--- src/vgaTimingPkg.sv ---
package vgaTimingPkg;

	// Horizontal geometry in pixels, one pixel per clock
	localparam int hVisible = 640;
	localparam int hFront = 16;
	localparam int hSyncLen = 96;
	localparam int hTotal = 800;   // Back porch is whatever is left of the line

	// Vertical geometry in lines
	localparam int vVisible = 480;
	localparam int vFront = 10;
	localparam int vSyncLen = 2;
	localparam int vTotal = 525;

	// Sync windows, first count inside and first count past the pulse
	localparam int hSyncStart = hVisible + hFront;
	localparam int hSyncEnd = hSyncStart + hSyncLen;
	localparam int vSyncStart = vVisible + vFront;
	localparam int vSyncEnd = vSyncStart + vSyncLen;

	// Wide enough for hTotal and vTotal
	typedef logic [9:0] coord_t;

	localparam logic syncActive = 1'b0;   // Both syncs pulse low

endpackage

--- src/glyphPkg.sv ---
package glyphPkg;

	localparam int cellWidth = 8;
	localparam int cellHeight = 16;
	localparam int msgLength = 8;     // Character slots per layer
	localparam int numGlyphs = 7;     // Blank plus six letters

	localparam int colBits = $clog2(cellWidth);    // Column inside a cell
	localparam int slotBits = $clog2(msgLength);   // Slot index inside a message
	localparam int regionWidth = msgLength * cellWidth;

	typedef logic [2:0] glyph_t;
	typedef logic [3:0] glyphRow_t;
	typedef logic [6:0] glyphAddr_t;   // {glyph_t, glyphRow_t}
	typedef logic [7:0] rowBits_t;     // Bit n lights pixel column n from the left
	typedef logic [2:0] color_t;       // R in bit 2, G in bit 1, B in bit 0

	// Slot 0 sits at the left edge of the region
	typedef glyph_t [0:msgLength-1] message_t;

	localparam glyph_t gBlank = 3'd0;
	localparam glyph_t gJ = 3'd1;
	localparam glyph_t gV = 3'd2;
	localparam glyph_t gM = 3'd3;
	localparam glyph_t gB = 3'd4;
	localparam glyph_t gS = 3'd5;
	localparam glyph_t gL = 3'd6;

	// Rows run top to bottom, and the hex values read mirrored since bit 0 is the left pixel
	localparam rowBits_t font [0:numGlyphs-1][0:cellHeight-1] = '{
		'{8'h00, 8'h00, 8'h00, 8'h00, 8'h00, 8'h00, 8'h00, 8'h00,   // Blank
		  8'h00, 8'h00, 8'h00, 8'h00, 8'h00, 8'h00, 8'h00, 8'h00},
		'{8'h00, 8'h00, 8'h7C, 8'h10, 8'h10, 8'h10, 8'h10, 8'h10,   // J
		  8'h10, 8'h10, 8'h12, 8'h12, 8'h0C, 8'h00, 8'h00, 8'h00},
		'{8'h00, 8'h00, 8'h42, 8'h42, 8'h42, 8'h42, 8'h42, 8'h42,   // V
		  8'h24, 8'h24, 8'h24, 8'h18, 8'h18, 8'h00, 8'h00, 8'h00},
		'{8'h00, 8'h00, 8'h42, 8'h66, 8'h5A, 8'h5A, 8'h42, 8'h42,   // M
		  8'h42, 8'h42, 8'h42, 8'h42, 8'h42, 8'h00, 8'h00, 8'h00},
		'{8'h00, 8'h00, 8'h1E, 8'h22, 8'h22, 8'h22, 8'h22, 8'h1E,   // B
		  8'h22, 8'h22, 8'h22, 8'h22, 8'h1E, 8'h00, 8'h00, 8'h00},
		'{8'h00, 8'h00, 8'h3C, 8'h42, 8'h02, 8'h02, 8'h1C, 8'h20,   // S
		  8'h40, 8'h40, 8'h40, 8'h42, 8'h3C, 8'h00, 8'h00, 8'h00},
		'{8'h00, 8'h00, 8'h02, 8'h02, 8'h02, 8'h02, 8'h02, 8'h02,   // L
		  8'h02, 8'h02, 8'h02, 8'h02, 8'h7E, 8'h00, 8'h00, 8'h00}
	};

	// Top two rows of every glyph are empty, so the first line after reset needs no prefetch

	localparam logic [9:0] layer0OriginX = 10'd0;
	localparam logic [9:0] layer0OriginY = 10'd0;
	localparam message_t layer0Msg = '{gJ, gV, gBlank, gM, gB, gBlank, gS, gL};

	// Second layer is offset so that it overlaps the first one
	localparam logic [9:0] layer1OriginX = 10'd40;
	localparam logic [9:0] layer1OriginY = 10'd8;
	localparam message_t layer1Msg = '{gL, gS, gB, gM, gV, gJ, gJ, gV};

endpackage

--- src/syncGen.sv ---
`timescale 1ns/1ns

module syncGen (
	input logic clk,
	input logic rst,
	output vgaTimingPkg::coord_t hPos,
	output vgaTimingPkg::coord_t vPos,
	output logic visible,
	output logic hSyncRaw,
	output logic vSyncRaw,
	output logic lineStart
);
	import vgaTimingPkg::*;

	logic lineEnd;    // Last pixel of the line
	logic frameEnd;   // Last line of the frame
	logic inHSync;
	logic inVSync;

	assign lineEnd = (hPos == coord_t'(hTotal - 1));
	assign frameEnd = (vPos == coord_t'(vTotal - 1));

	// Pixel counter wraps every line and steps the line counter as it does
	always_ff @(posedge clk)
	begin
		if (rst)
		begin
			hPos <= '0;
			vPos <= '0;
		end
		else if (lineEnd)
		begin
			hPos <= '0;
			vPos <= frameEnd ? '0 : vPos + 1'b1;
		end
		else
			hPos <= hPos + 1'b1;
	end

	assign inHSync = (hPos >= coord_t'(hSyncStart)) && (hPos < coord_t'(hSyncEnd));
	assign inVSync = (vPos >= coord_t'(vSyncStart)) && (vPos < coord_t'(vSyncEnd));

	assign hSyncRaw = inHSync ? syncActive : ~syncActive;
	assign vSyncRaw = inVSync ? syncActive : ~syncActive;

	assign visible = (hPos < coord_t'(hVisible)) && (vPos < coord_t'(vVisible));

	// Fires on the first blanking pixel so the layers get the whole blanking interval
	assign lineStart = (hPos == coord_t'(hVisible));

endmodule

--- src/glyphRom.sv ---
`timescale 1ns/1ns

module glyphRom (
	input logic clk,
	input logic rst,
	input logic romReq,
	input glyphPkg::glyphAddr_t romAddr,
	output logic romAck,
	output glyphPkg::rowBits_t romData
);
	import glyphPkg::*;

	glyph_t code;
	glyphRow_t row;
	rowBits_t rowLookup;   // Font row for the current address

	assign code = romAddr[$bits(glyphAddr_t)-1 -: $bits(glyph_t)];
	assign row = romAddr[$bits(glyphRow_t)-1:0];

	// Code 7 has no glyph and reads as an empty row
	assign rowLookup = (code < glyph_t'(numGlyphs)) ? font[code][row] : '0;

	// Responder half of the four-phase handshake
	always_ff @(posedge clk)
	begin
		if (rst)
			romAck <= 1'b0;
		else if (romReq && !romAck)
			romAck <= 1'b1;   // Answer one cycle after the request is seen
		else if (!romReq)
			romAck <= 1'b0;   // Return to zero once the requester lets go
	end

	// Row is captured on the same edge that raises romAck and held through the ack phase
	always_ff @(posedge clk)
	begin
		if (romReq && !romAck)
			romData <= rowLookup;
	end

endmodule

--- src/romArbiter.sv ---
`timescale 1ns/1ns

module romArbiter (
	input logic clk,
	input logic rst,
	input logic req0,
	input glyphPkg::glyphAddr_t addr0,
	output logic ack0,
	output glyphPkg::rowBits_t data0,
	input logic req1,
	input glyphPkg::glyphAddr_t addr1,
	output logic ack1,
	output glyphPkg::rowBits_t data1,
	output logic romReq,
	output glyphPkg::glyphAddr_t romAddr,
	input logic romAck,
	input glyphPkg::rowBits_t romData
);

	logic busy;       // A transfer owns the ROM
	logic grant;      // Port being served while busy
	logic ptr;        // Port that wins the next tie
	logic pick;       // Winner among the ports asking right now
	logic grantReq;   // Request line of the granted port

	// A lone requester always wins, the pointer only settles ties
	assign pick = (req0 && req1) ? ptr : req1;

	assign grantReq = grant ? req1 : req0;

	always_ff @(posedge clk)
	begin
		if (rst)
		begin
			busy <= 1'b0;
			grant <= 1'b0;
			ptr <= 1'b0;
		end
		else if (!busy)
		begin
			if (req0 || req1)
			begin
				busy <= 1'b1;
				grant <= pick;   // Held for the whole four-phase transfer
			end
		end
		else if (!grantReq && !romAck)
		begin
			busy <= 1'b0;     // Both halves are back to zero so the transfer is done
			ptr <= ~grant;    // Served port drops to low priority
		end
	end

	// Only the granted port reaches the ROM
	assign romReq = busy && grantReq;
	assign romAddr = grant ? addr1 : addr0;

	// The waiting port sees neither ack nor data
	assign ack0 = busy && !grant && romAck;
	assign ack1 = busy && grant && romAck;
	assign data0 = (busy && !grant) ? romData : '0;
	assign data1 = (busy && grant) ? romData : '0;

endmodule

--- src/textLayer.sv ---
`timescale 1ns/1ns

module textLayer #(
	parameter vgaTimingPkg::coord_t originX = '0,
	parameter vgaTimingPkg::coord_t originY = '0,
	parameter glyphPkg::message_t message = '0
) (
	input logic clk,
	input logic rst,
	input vgaTimingPkg::coord_t hPos,
	input vgaTimingPkg::coord_t vPos,
	input logic lineStart,
	input glyphPkg::color_t layerColorIn,
	output logic req,
	output glyphPkg::glyphAddr_t addr,
	input logic ack,
	input glyphPkg::rowBits_t data,
	output logic lit,
	output glyphPkg::color_t layerColor
);
	import vgaTimingPkg::*;
	import glyphPkg::*;

	typedef enum logic [1:0] {sIdle, sScan, sWait, sRelease} fetchState_t;

	fetchState_t state;
	logic [slotBits-1:0] slot;       // Slot being fetched
	glyphRow_t fetchRow;             // Glyph row needed by the next line
	rowBits_t shadowBuf [msgLength]; // Filled during blanking
	rowBits_t liveBuf [msgLength];   // Drawn from during the visible part
	logic lastSlot;

	coord_t nextLine;
	coord_t bandOffset;
	logic nextInBand;

	coord_t relX;
	logic [slotBits-1:0] pixSlot;
	logic [colBits-1:0] pixCol;
	logic inRegion;

	// Line that the prefetch prepares, with the wrap at the end of the frame
	assign nextLine = (vPos == coord_t'(vTotal - 1)) ? '0 : vPos + 1'b1;
	assign bandOffset = nextLine - originY;
	assign nextInBand = (nextLine >= originY) && (nextLine < originY + cellHeight);

	assign lastSlot = (slot == slotBits'(msgLength - 1));

	// Fetch FSM walks the slots in order and runs one handshake per lettered slot
	always_ff @(posedge clk)
	begin
		if (rst)
		begin
			state <= sIdle;
			slot <= '0;
			fetchRow <= '0;
			req <= 1'b0;
			for (int i = 0; i < msgLength; i++)
				shadowBuf[i] <= '0;
		end
		else
		begin
			case (state)
				sIdle:
					if (lineStart && nextInBand)
					begin
						fetchRow <= bandOffset[$bits(glyphRow_t)-1:0];
						slot <= '0;
						state <= sScan;
					end
				sScan:
					if (message[slot] == gBlank)
					begin
						shadowBuf[slot] <= '0;   // Blank slot needs no ROM access
						state <= sRelease;
					end
					else
					begin
						req <= 1'b1;   // addr is loaded on the same edge
						state <= sWait;
					end
				sWait:
					if (ack)
					begin
						shadowBuf[slot] <= data;
						req <= 1'b0;
						state <= sRelease;
					end
				sRelease:
					if (!ack)   // Wait for the return to zero before the next request
					begin
						if (lastSlot)
							state <= sIdle;
						else
						begin
							slot <= slot + 1'b1;
							state <= sScan;
						end
					end
				default:
					state <= sIdle;
			endcase
		end
	end

	// Address stays put from the rise of req until the next slot is scanned
	always_ff @(posedge clk)
	begin
		if (state == sScan)
			addr <= {message[slot], fetchRow};
	end

	// The prefetched line goes live exactly as the counter wraps to pixel 0
	always_ff @(posedge clk)
	begin
		if (rst)
		begin
			for (int i = 0; i < msgLength; i++)
				liveBuf[i] <= '0;
		end
		else if (hPos == coord_t'(hTotal - 1))
			liveBuf <= shadowBuf;
	end

	assign relX = hPos - originX;
	assign pixCol = relX[colBits-1:0];
	assign pixSlot = relX[colBits +: slotBits];

	assign inRegion = (hPos >= originX) && (hPos < originX + regionWidth)
		&& (vPos >= originY) && (vPos < originY + cellHeight);

	assign lit = inRegion && liveBuf[pixSlot][pixCol];

	// Switch color only gets through on a lit pixel
	assign layerColor = lit ? layerColorIn : '0;

endmodule

--- src/videoOut.sv ---
`timescale 1ns/1ns

module videoOut (
	input logic clk,
	input logic rst,
	input vgaTimingPkg::coord_t hPos,
	input vgaTimingPkg::coord_t vPos,
	input logic visible,
	input logic hSyncRaw,
	input logic vSyncRaw,
	input logic lit0,
	input glyphPkg::color_t color0,
	input logic lit1,
	input glyphPkg::color_t color1,
	output glyphPkg::color_t rgb,
	output logic hSync,
	output logic vSync,
	output vgaTimingPkg::coord_t pixelX,
	output vgaTimingPkg::coord_t pixelY
);
	import vgaTimingPkg::*;
	import glyphPkg::*;

	color_t pixColor;   // Color of the current pixel before the register

	// Layer 0 sits on top, and blanking overrides everything
	always_comb
	begin
		if (!visible)
			pixColor = '0;
		else if (lit0)
			pixColor = color0;
		else if (lit1)
			pixColor = color1;
		else
			pixColor = '0;
	end

	// One register stage for every output keeps color, syncs and position on the same pixel
	always_ff @(posedge clk)
	begin
		if (rst)
		begin
			rgb <= '0;
			hSync <= ~syncActive;
			vSync <= ~syncActive;
			pixelX <= '0;
			pixelY <= '0;
		end
		else
		begin
			rgb <= pixColor;
			hSync <= hSyncRaw;
			vSync <= vSyncRaw;
			pixelX <= hPos;
			pixelY <= vPos;
		end
	end

endmodule

--- src/textOverlayTop.sv ---
`timescale 1ns/1ns

module textOverlayTop (
	input logic clk,
	input logic rst,
	input glyphPkg::color_t color0,
	input glyphPkg::color_t color1,
	output glyphPkg::color_t rgb,
	output logic hSync,
	output logic vSync,
	output vgaTimingPkg::coord_t pixelX,
	output vgaTimingPkg::coord_t pixelY
);
	import vgaTimingPkg::*;
	import glyphPkg::*;

	coord_t hPos;
	coord_t vPos;
	logic visible;
	logic hSyncRaw;
	logic vSyncRaw;
	logic lineStart;

	// Layer 0 side of the arbiter
	logic req0;
	glyphAddr_t addr0;
	logic ack0;
	rowBits_t data0;

	// Layer 1 side of the arbiter
	logic req1;
	glyphAddr_t addr1;
	logic ack1;
	rowBits_t data1;

	logic romReq;
	glyphAddr_t romAddr;
	logic romAck;
	rowBits_t romData;

	logic lit0;
	logic lit1;
	color_t layerColor0;
	color_t layerColor1;

	syncGen timing (
		.clk(clk),
		.rst(rst),
		.hPos(hPos),
		.vPos(vPos),
		.visible(visible),
		.hSyncRaw(hSyncRaw),
		.vSyncRaw(vSyncRaw),
		.lineStart(lineStart)
	);

	textLayer #(
		.originX(layer0OriginX),
		.originY(layer0OriginY),
		.message(layer0Msg)
	) layer0 (
		.clk(clk),
		.rst(rst),
		.hPos(hPos),
		.vPos(vPos),
		.lineStart(lineStart),
		.layerColorIn(color0),
		.req(req0),
		.addr(addr0),
		.ack(ack0),
		.data(data0),
		.lit(lit0),
		.layerColor(layerColor0)
	);

	textLayer #(
		.originX(layer1OriginX),
		.originY(layer1OriginY),
		.message(layer1Msg)
	) layer1 (
		.clk(clk),
		.rst(rst),
		.hPos(hPos),
		.vPos(vPos),
		.lineStart(lineStart),
		.layerColorIn(color1),
		.req(req1),
		.addr(addr1),
		.ack(ack1),
		.data(data1),
		.lit(lit1),
		.layerColor(layerColor1)
	);

	romArbiter arbiter (
		.clk(clk),
		.rst(rst),
		.req0(req0),
		.addr0(addr0),
		.ack0(ack0),
		.data0(data0),
		.req1(req1),
		.addr1(addr1),
		.ack1(ack1),
		.data1(data1),
		.romReq(romReq),
		.romAddr(romAddr),
		.romAck(romAck),
		.romData(romData)
	);

	glyphRom rom (
		.clk(clk),
		.rst(rst),
		.romReq(romReq),
		.romAddr(romAddr),
		.romAck(romAck),
		.romData(romData)
	);

	videoOut outStage (
		.clk(clk),
		.rst(rst),
		.hPos(hPos),
		.vPos(vPos),
		.visible(visible),
		.hSyncRaw(hSyncRaw),
		.vSyncRaw(vSyncRaw),
		.lit0(lit0),
		.color0(layerColor0),
		.lit1(lit1),
		.color1(layerColor1),
		.rgb(rgb),
		.hSync(hSync),
		.vSync(vSync),
		.pixelX(pixelX),
		.pixelY(pixelY)
	);

endmodule

--- config.mk ---
export PLATFORM = sky130hd
export DESIGN_NAME = textOverlayTop
export DESIGN_NICKNAME = d
export VERILOG_FILES = /design/src/vgaTimingPkg.sv /design/src/glyphPkg.sv /design/src/syncGen.sv /design/src/glyphRom.sv /design/src/romArbiter.sv /design/src/textLayer.sv /design/src/videoOut.sv /design/src/textOverlayTop.sv
export SDC_FILE = /design/constraint.sdc
export NUM_CORES = 1
export LEC_CHECK = 0
export BUFFER_PORTS_ARGS = -buffer_cell sky130_fd_sc_hd__buf_2
export CAP_MARGIN = 20
export CORE_ASPECT_RATIO = 1.25
export CORE_UTILIZATION = 45
export DETAILED_ROUTE_END_ITERATION = 10
export HOLD_SLACK_MARGIN = 0.02
export PLACE_DENSITY = 0.64
export SETUP_SLACK_MARGIN = 0.3
export SLEW_MARGIN = 20
export SYNTH_ARGS = -nofsm -noshare
export SYNTH_HDL_FRONTEND = slang
export SYNTH_SLANG_ARGS = --single-unit
--- constraint.sdc ---
create_clock -name clk -period 4.2 [get_ports clk]
set_clock_uncertainty 0.2 [all_clocks]
set_input_delay 0.21 -clock clk [delete_from_list [all_inputs] [get_ports clk]]
set_output_delay 0.21 -clock clk [all_outputs]
set_load 0.05 [all_outputs]
# After elaboration in Yosys (flattened, before gate mapping)
# Memories as Yosys holds them, arrays and structs flattened.
# Index checks and enable logic that the tools add are counted.
[word_totals] in_bits=8 ff_bits=347 mem_count=3 romBits=1072 output_inout_bits=25 word_cells=252
[memory_table] name="(name not given)" words=8 width=128 read_ports=1 rd_ports_with_merged_regs=0 wr=0 line="glyphRom.sv:21" source="assign rowLookup = (code < glyph_t'(numGlyphs)) ? font[code][row] : '0;"
[memory_table] name="(name not given)" words=8 width=3 read_ports=1 rd_ports_with_merged_regs=0 wr=0 line="textLayer.sv:72" source="if (message[slot] == gBlank)"
[memory_table] name="(name not given)" words=8 width=3 read_ports=1 rd_ports_with_merged_regs=0 wr=0 line="textLayer.sv:72"
[op_classes] muxes=72 order_cmp=29 eq_ne=24 reduce_logical=51 bitwise=13 addsub=6
[op_table] cell="128-bit 2-to-1 mux" n=2
[op_table] cell="64-bit 2-to-1 mux" n=4
[op_table] cell="64-bit one-hot mux with 2 select lines" n=2
[op_table] cell="64-bit bitwise AND" n=2
[op_table] cell="64-bit bitwise mux" n=2
[op_table] cell="64-bit inverter" n=2
[op_table] cell="8-bit 2-to-1 mux" n=10
[op_table] cell="8-bit binary-select mux with 3-bit select" n=2
[op_table] cell="8-bit demux with 3-bit select" n=2
[op_table] cell="10-bit by 5-bit less-than comparator with 1-bit output, second input constant" n=4
[op_table] cell="3-bit 2-to-1 mux" n=12
[op_table] cell="8-bit binary-select mux with 4-bit select" n=1
[op_table] cell="10-bit equality test, second input constant" n=3
[op_table] cell="10-bit by 1-bit greater-or-equal comparator with 1-bit output, second input constant" n=3
[op_table] cell="1-bit logical AND" n=25
[op_table] cell="10-bit by 1-bit adder with 10-bit output, second input constant" n=2
[op_table] cell="10-bit by 4-bit greater-or-equal comparator with 1-bit output, second input constant" n=2
[op_table] cell="4-bit greater-or-equal comparator, second input constant" n=5
[op_table] cell="10-bit less-than comparator, second input constant" n=2
[op_table] cell="10-bit by 7-bit less-than comparator with 1-bit output, second input constant" n=2
[op_table] cell="10-bit by 9-bit less-than comparator with 1-bit output, second input constant" n=2
[op_table] cell="3-bit inverter with 4-bit output" n=5
[op_table] cell="1-bit 2-to-1 mux" n=19
[op_table] cell="3-bit AND reduction" n=6
[op_table] cell="32 further kinds" n=74

# Logic depth before layout (Yosys ltp)
[logic_depth] depth_word=10 mapped_depth=14 ltp_nobuf=9

# Hierarchy
# Synthesis repeated with hierarchy kept, for this count alone.
[unflattened] hier_cells=1671 area_unflattened_um2=15927.8
[modules_own_cells] mod="textLayer at layer1" area_each_um2=6533.8 instances=1 cells_per_inst=678 seq_area_each_um2=2972.9
[modules_own_cells] mod="textLayer at layer0" area_each_um2=6443.7 instances=1 cells_per_inst=662 seq_area_each_um2=2972.9
[modules_own_cells] mod="syncGen" area_each_um2=1048.5 instances=1 cells_per_inst=124 seq_area_each_um2=400.4
[modules_own_cells] mod="glyphRom" area_each_um2=832.0 instances=1 cells_per_inst=101 seq_area_each_um2=200.2
[modules_own_cells] mod="videoOut" area_each_um2=710.7 instances=1 cells_per_inst=59 seq_area_each_um2=500.5
[modules_own_cells] mod="romArbiter" area_each_um2=359.1 instances=1 cells_per_inst=47 seq_area_each_um2=60.1

# Least setup slack after synthesis
# OpenSTA, ideal clock, no wires.
[synth_path] path_kind="register -> register" from="register timing.hPos[3]" to="register outStage.rgb[0]" stages_incl_launch_ff=15 slack_ps=996 arrival_time_ps=2862 path_cell_list="dfxtp_1 > buf_4 > buf_4 > inv_1 > clkbuf_1 > ha_1 > buf_2 > buf_2 > buf_2 > mux2i_1 > nand3_1 > nand4_1 > o311ai_0 > o31ai_1 > o31ai_1"
[synth_via] elab_chain_len=10
[synth_lines] element="start: declaration" line="syncGen.sv:6" source="output vgaTimingPkg::coord_t hPos,"
[synth_lines] element="start signal: assignment" line="syncGen.sv:37" source="hPos <= hPos + 1'b1;"
[synth_lines] element="6-bit subtractor" line="textLayer.sv:125" source="assign relX = hPos - originX;"
[synth_lines] element="3-bit inverter with 4-bit output (not written as such)" line="textLayer.sv:132" source="assign lit = inRegion && liveBuf[pixSlot][pixCol];"
[synth_lines] element="8-bit binary-select mux with 3-bit select" line="textLayer.sv:132"
[synth_lines] element="8-bit 2-to-1 mux (not written as such) (2 in series)" line="textLayer.sv:132"
[synth_lines] element="1-bit binary-select mux with 3-bit select" line="textLayer.sv:132"
[synth_lines] element="1-bit 2-to-1 mux (not written as such)" line="textLayer.sv:132"
[synth_lines] element="1-bit logical AND" line="textLayer.sv:132"
[synth_lines] element="3-bit 2-to-1 mux" line="videoOut.sv:33" source="else if (lit1)"
[synth_lines] element="3-bit 2-to-1 mux" line="videoOut.sv:31" source="else if (lit0)"
[synth_lines] element="end signal: assignment" line="videoOut.sv:52" source="rgb <= pixColor;"
[synth_lines] element="end: declaration" line="videoOut.sv:15" source="output glyphPkg::color_t rgb,"
# Several ways; a longest one is shown, not always the timed one. The select of a mux whose other input is x is not followed.
# A chain may end at the register's enable or synchronous reset.

# Worst setup path in the final report
[layout_path] from="register timing.hPos[4]" to="register outStage.rgb[0]"
# The elaborated chain is that of the path after synthesis.

==> results.md <==
- Status: finished, final reports clean
- EDFF count, synth: 20
- Die footprint: 0.0329 mm2
- Final Hold Fails: 0
- Non-Filler Instances: about 2000
- Switching part of the total: 0.237
- Die Height: approximately 200 um
- Critical Path Sink Type: flip-flop
- CP Launch Point: timing.hPos[4]
- Initial Util: 0.456
- DP Worst Slack: 835 ps
- CP Depth: 10
- Tcrit/Tclk final: 0.895
- Largest net degree at the start of global routing: 173
- Hold path depth: 2
- Peak VDD IR: 303 uV
- Dpl hpwl: between 20 and 25 mm
- Vias per cell: ~5.6
- Post-route setup TNS: 0 ps
- Post-layout nets: 1631
- Combinational power share: 0.067
- R2r startpoint: timing.hPos[4]
- WP data required: 4420 ps
- Fin Hold WS: 100 ps
- Area of the multi-input gates: 0.00676 mm2
- Pleak: between 5 and 6 nW
- Layout Utilization: 0.507
- # diodes: 0
- Layout cells sized above 1: 0.0981
- Crit-path max FO: 13
- Fmax: ~270 MHz
- Syn Area/Cell: 8.91 um2
- Setup-failing EPs final: 0
- Setup CP Type: flip-flop to flip-flop
- Core ar.: around 0.032 mm2
- End of the critical path: outStage.rgb[0]
- Clock power frac: 0.460
- Syn Nets: 1661
- Post-Route WL: 36.9 mm
- Synth area leader: dfxtp_1
- Vias in the first global route: between 10000 and 15000
- Crit-path cells: inv_1, ha_1, buf_4, a2111oi_0, nor4_1, or4_1, o31ai_1, buf_4, o31ai_1, dlygate4sd3_1
- Netlist cell types: 72
- Die span in x: 163 um
- Pins Over Slew Limit: 0
- #FFs+latches synth: 345
- HP Class: input port to flip-flop
- Psw: 1.69 mW
- Initial antenna violation count: 0
- Worst slew pin tran: 1060 ps
- Post-synth top area share: 0.449
- PwrDens: 443 mW/mm2
- Synth top area cells: dfxtp_1, nand2_1, a21oi_1
- Drt drc: 0
- Min Tclk post-route: 3760 ps
- CP max-delay cell: a2111oi_0
- FF+latch area: 0.00711 mm2
- Area growth, synth to finish: 11.1%
- Top cells by instance count after synthesis: dfxtp_1, nand2_1, a21oi_1
- Flop2flop setup slack: 440 ps
- Top-Level Pins: 33
- RSZ-0062 raised after global routing: false
- Top-count cell post-synth: dfxtp_1
- CTS root buf: clkbuf_16
- H-tree levels: 2
- First-pass GRT wire length: 58.1 mm
- Critical Path Source Type: flip-flop
- Cells after Synth: around 1600
- Post-DRT Antenna Nets: 0
- DRT Pass-1 Iters: 5
- Crit path max-delay family: buffers and inverters
- Clock latency on the worst-skew pair: ~530 ps
- Worst path buffer plus inverter count: 4
- YS warnings: 0
- Mapped Area: 0.0145 mm2
- Slew headroom: 0.276
- Port Buffers: 32
- # resized after CTS: 0
- Part of the power in registers: 0.472
- Post-synthesis sequential area ratio: 0.490
- Fillers: 3027
- CP peak stage delay: 740 ps
- Power Internal: around 5.5 mW
- Share of flip-flops with an asynchronous set or reset: 0
- Worst reg2reg path endpoint: outStage.rgb[0]
- Setup WS post-layout: 441 ps
- Max-Cap Viols: 0
- Placed insts: roughly 2000
- Tot GR Track Use: 0.224
- Remaining global-route overflow: 0
- Routed len/inst: 18.1 um
- CTS buffer count: 36
- Clock slew at reported path FFs: 60 ps
- Vias: around 11000
- CTS tree: yes
- Gpl congestion: a little under 0.9
- Post-CTS Setup Inserts: 0
- Starting DRT DRC Count: 729
- Worst Reg-to-Reg Cells: 10
- Prevailing post-synth register cell: dfxtp_1
- Max Buffers Root-to-Sink: 3
- Row count: 73
- CTS Sinks: 345
- Worst path arrival time: 3980 ps
-- placed cells by master, fill, tap and decap left out, types with 24 or more instances in the layout --
cell	n
a21oi_1	168
a22oi_1	85
and3_1	39
buf_2	31
clkbuf_16	37
dfxtp_1	324
ha_1	27
inv_1	28
mux2i_1	39
mux4_2	26
nand2_1	324
nand3_1	30
nor2_1	152
nor2b_1	25
o21ai_0	24
-- metal layers --
metal / wire length [um] / GRT usage / vias to the layer above
li1: - / - / 5598
met1: 15800 / 0.288 / 5483
met2: 18000 / 0.375 / 299
met3: 1790 / 0.0302 / 75
met4: 1280 / 0.0933 / 0
met5: 0 / 0 / -
-- power groups by stage --
stage               Clock, mW  Combinational [mW]  Sequential [mW]
global route             3.47               0.523             3.38
detailed placement          0               0.466             3.45
finish                   3.29               0.482             3.37
global placement            0               0.457             3.44
floorplan                   0               0.347             3.44
CTS                      3.34               0.471             3.37
-- sequential cells by signal, summed over array words and instances, names as in the netlist, 2 cells and up --
| signal | count |
|---|---|
| timing.hPos | 10 |
| layer1.state | 2 |
| layer0.liveBuf | 64 |
| layer1.shadowBuf | 64 |
| layer0.fetchRow | 4 |
| layer1.slot | 3 |
| outStage.pixelY | 10 |
| layer0.slot | 3 |
| timing.vPos | 10 |
| layer1.fetchRow | 4 |
| layer1.liveBuf | 64 |
| rom.romData | 6 |
| layer0.addr | 7 |
| layer1.addr | 7 |
| outStage.rgb | 3 |
| layer0.shadowBuf | 64 |
| outStage.pixelX | 10 |
| layer0.state | 2 |
-- worst min path at each step --
stage                       start              endpoint
6_report                      rst        timing.vPos[7]
3_5_place_dp   layer1.fetchRow[2]        layer1.addr[2]
2_1_floorplan                 rst    outStage.pixelY[3]
5_1_grt                       rst    layer0.fetchRow[0]
3_3_place_gp   layer1.fetchRow[2]        layer1.addr[2]
4_1_cts                       rst  layer0.shadowBuf[29]
-- area by class of cell --
cell class,count,area share
Clock inverter,14,0.0135
Inverter,31,0.00722
Tap cell,412,0.0320
Sequential cell,345,0.441
Timing Repair Buffer,54,0.0248
Clock buffer,49,0.0615
Multi-Input combinational cell,1128,0.420
-- stage by stage --
stage | area [um2] | power, mW
floorplan | 14500 | 3.79
global placement | 14800 | 3.90
detailed placement | 14800 | 3.91
CTS | 16100 | 7.18
global route | 16100 | 7.36
finish | 16100 | 7.14
-- kinds of logic after synthesis --
logic type	after synthesis	share of synthesized area
mux	74	0.0743
fa+ha+maj	27	0.0233
flops	345	0.490
simple gates	668	0.209
buf+inv	153	0.0434
xor+xnor	18	0.0109
compound gates	341	0.148
-- what timing repair did --
| item | CTS | global route |
|---|---|---|
| hold buffers | 6 | 0 |
| endpoints found under the hold margin | 3 | 0 |
| setup endpoints to repair | 0 | 0 |
Power figures use the tool's default switching activity.
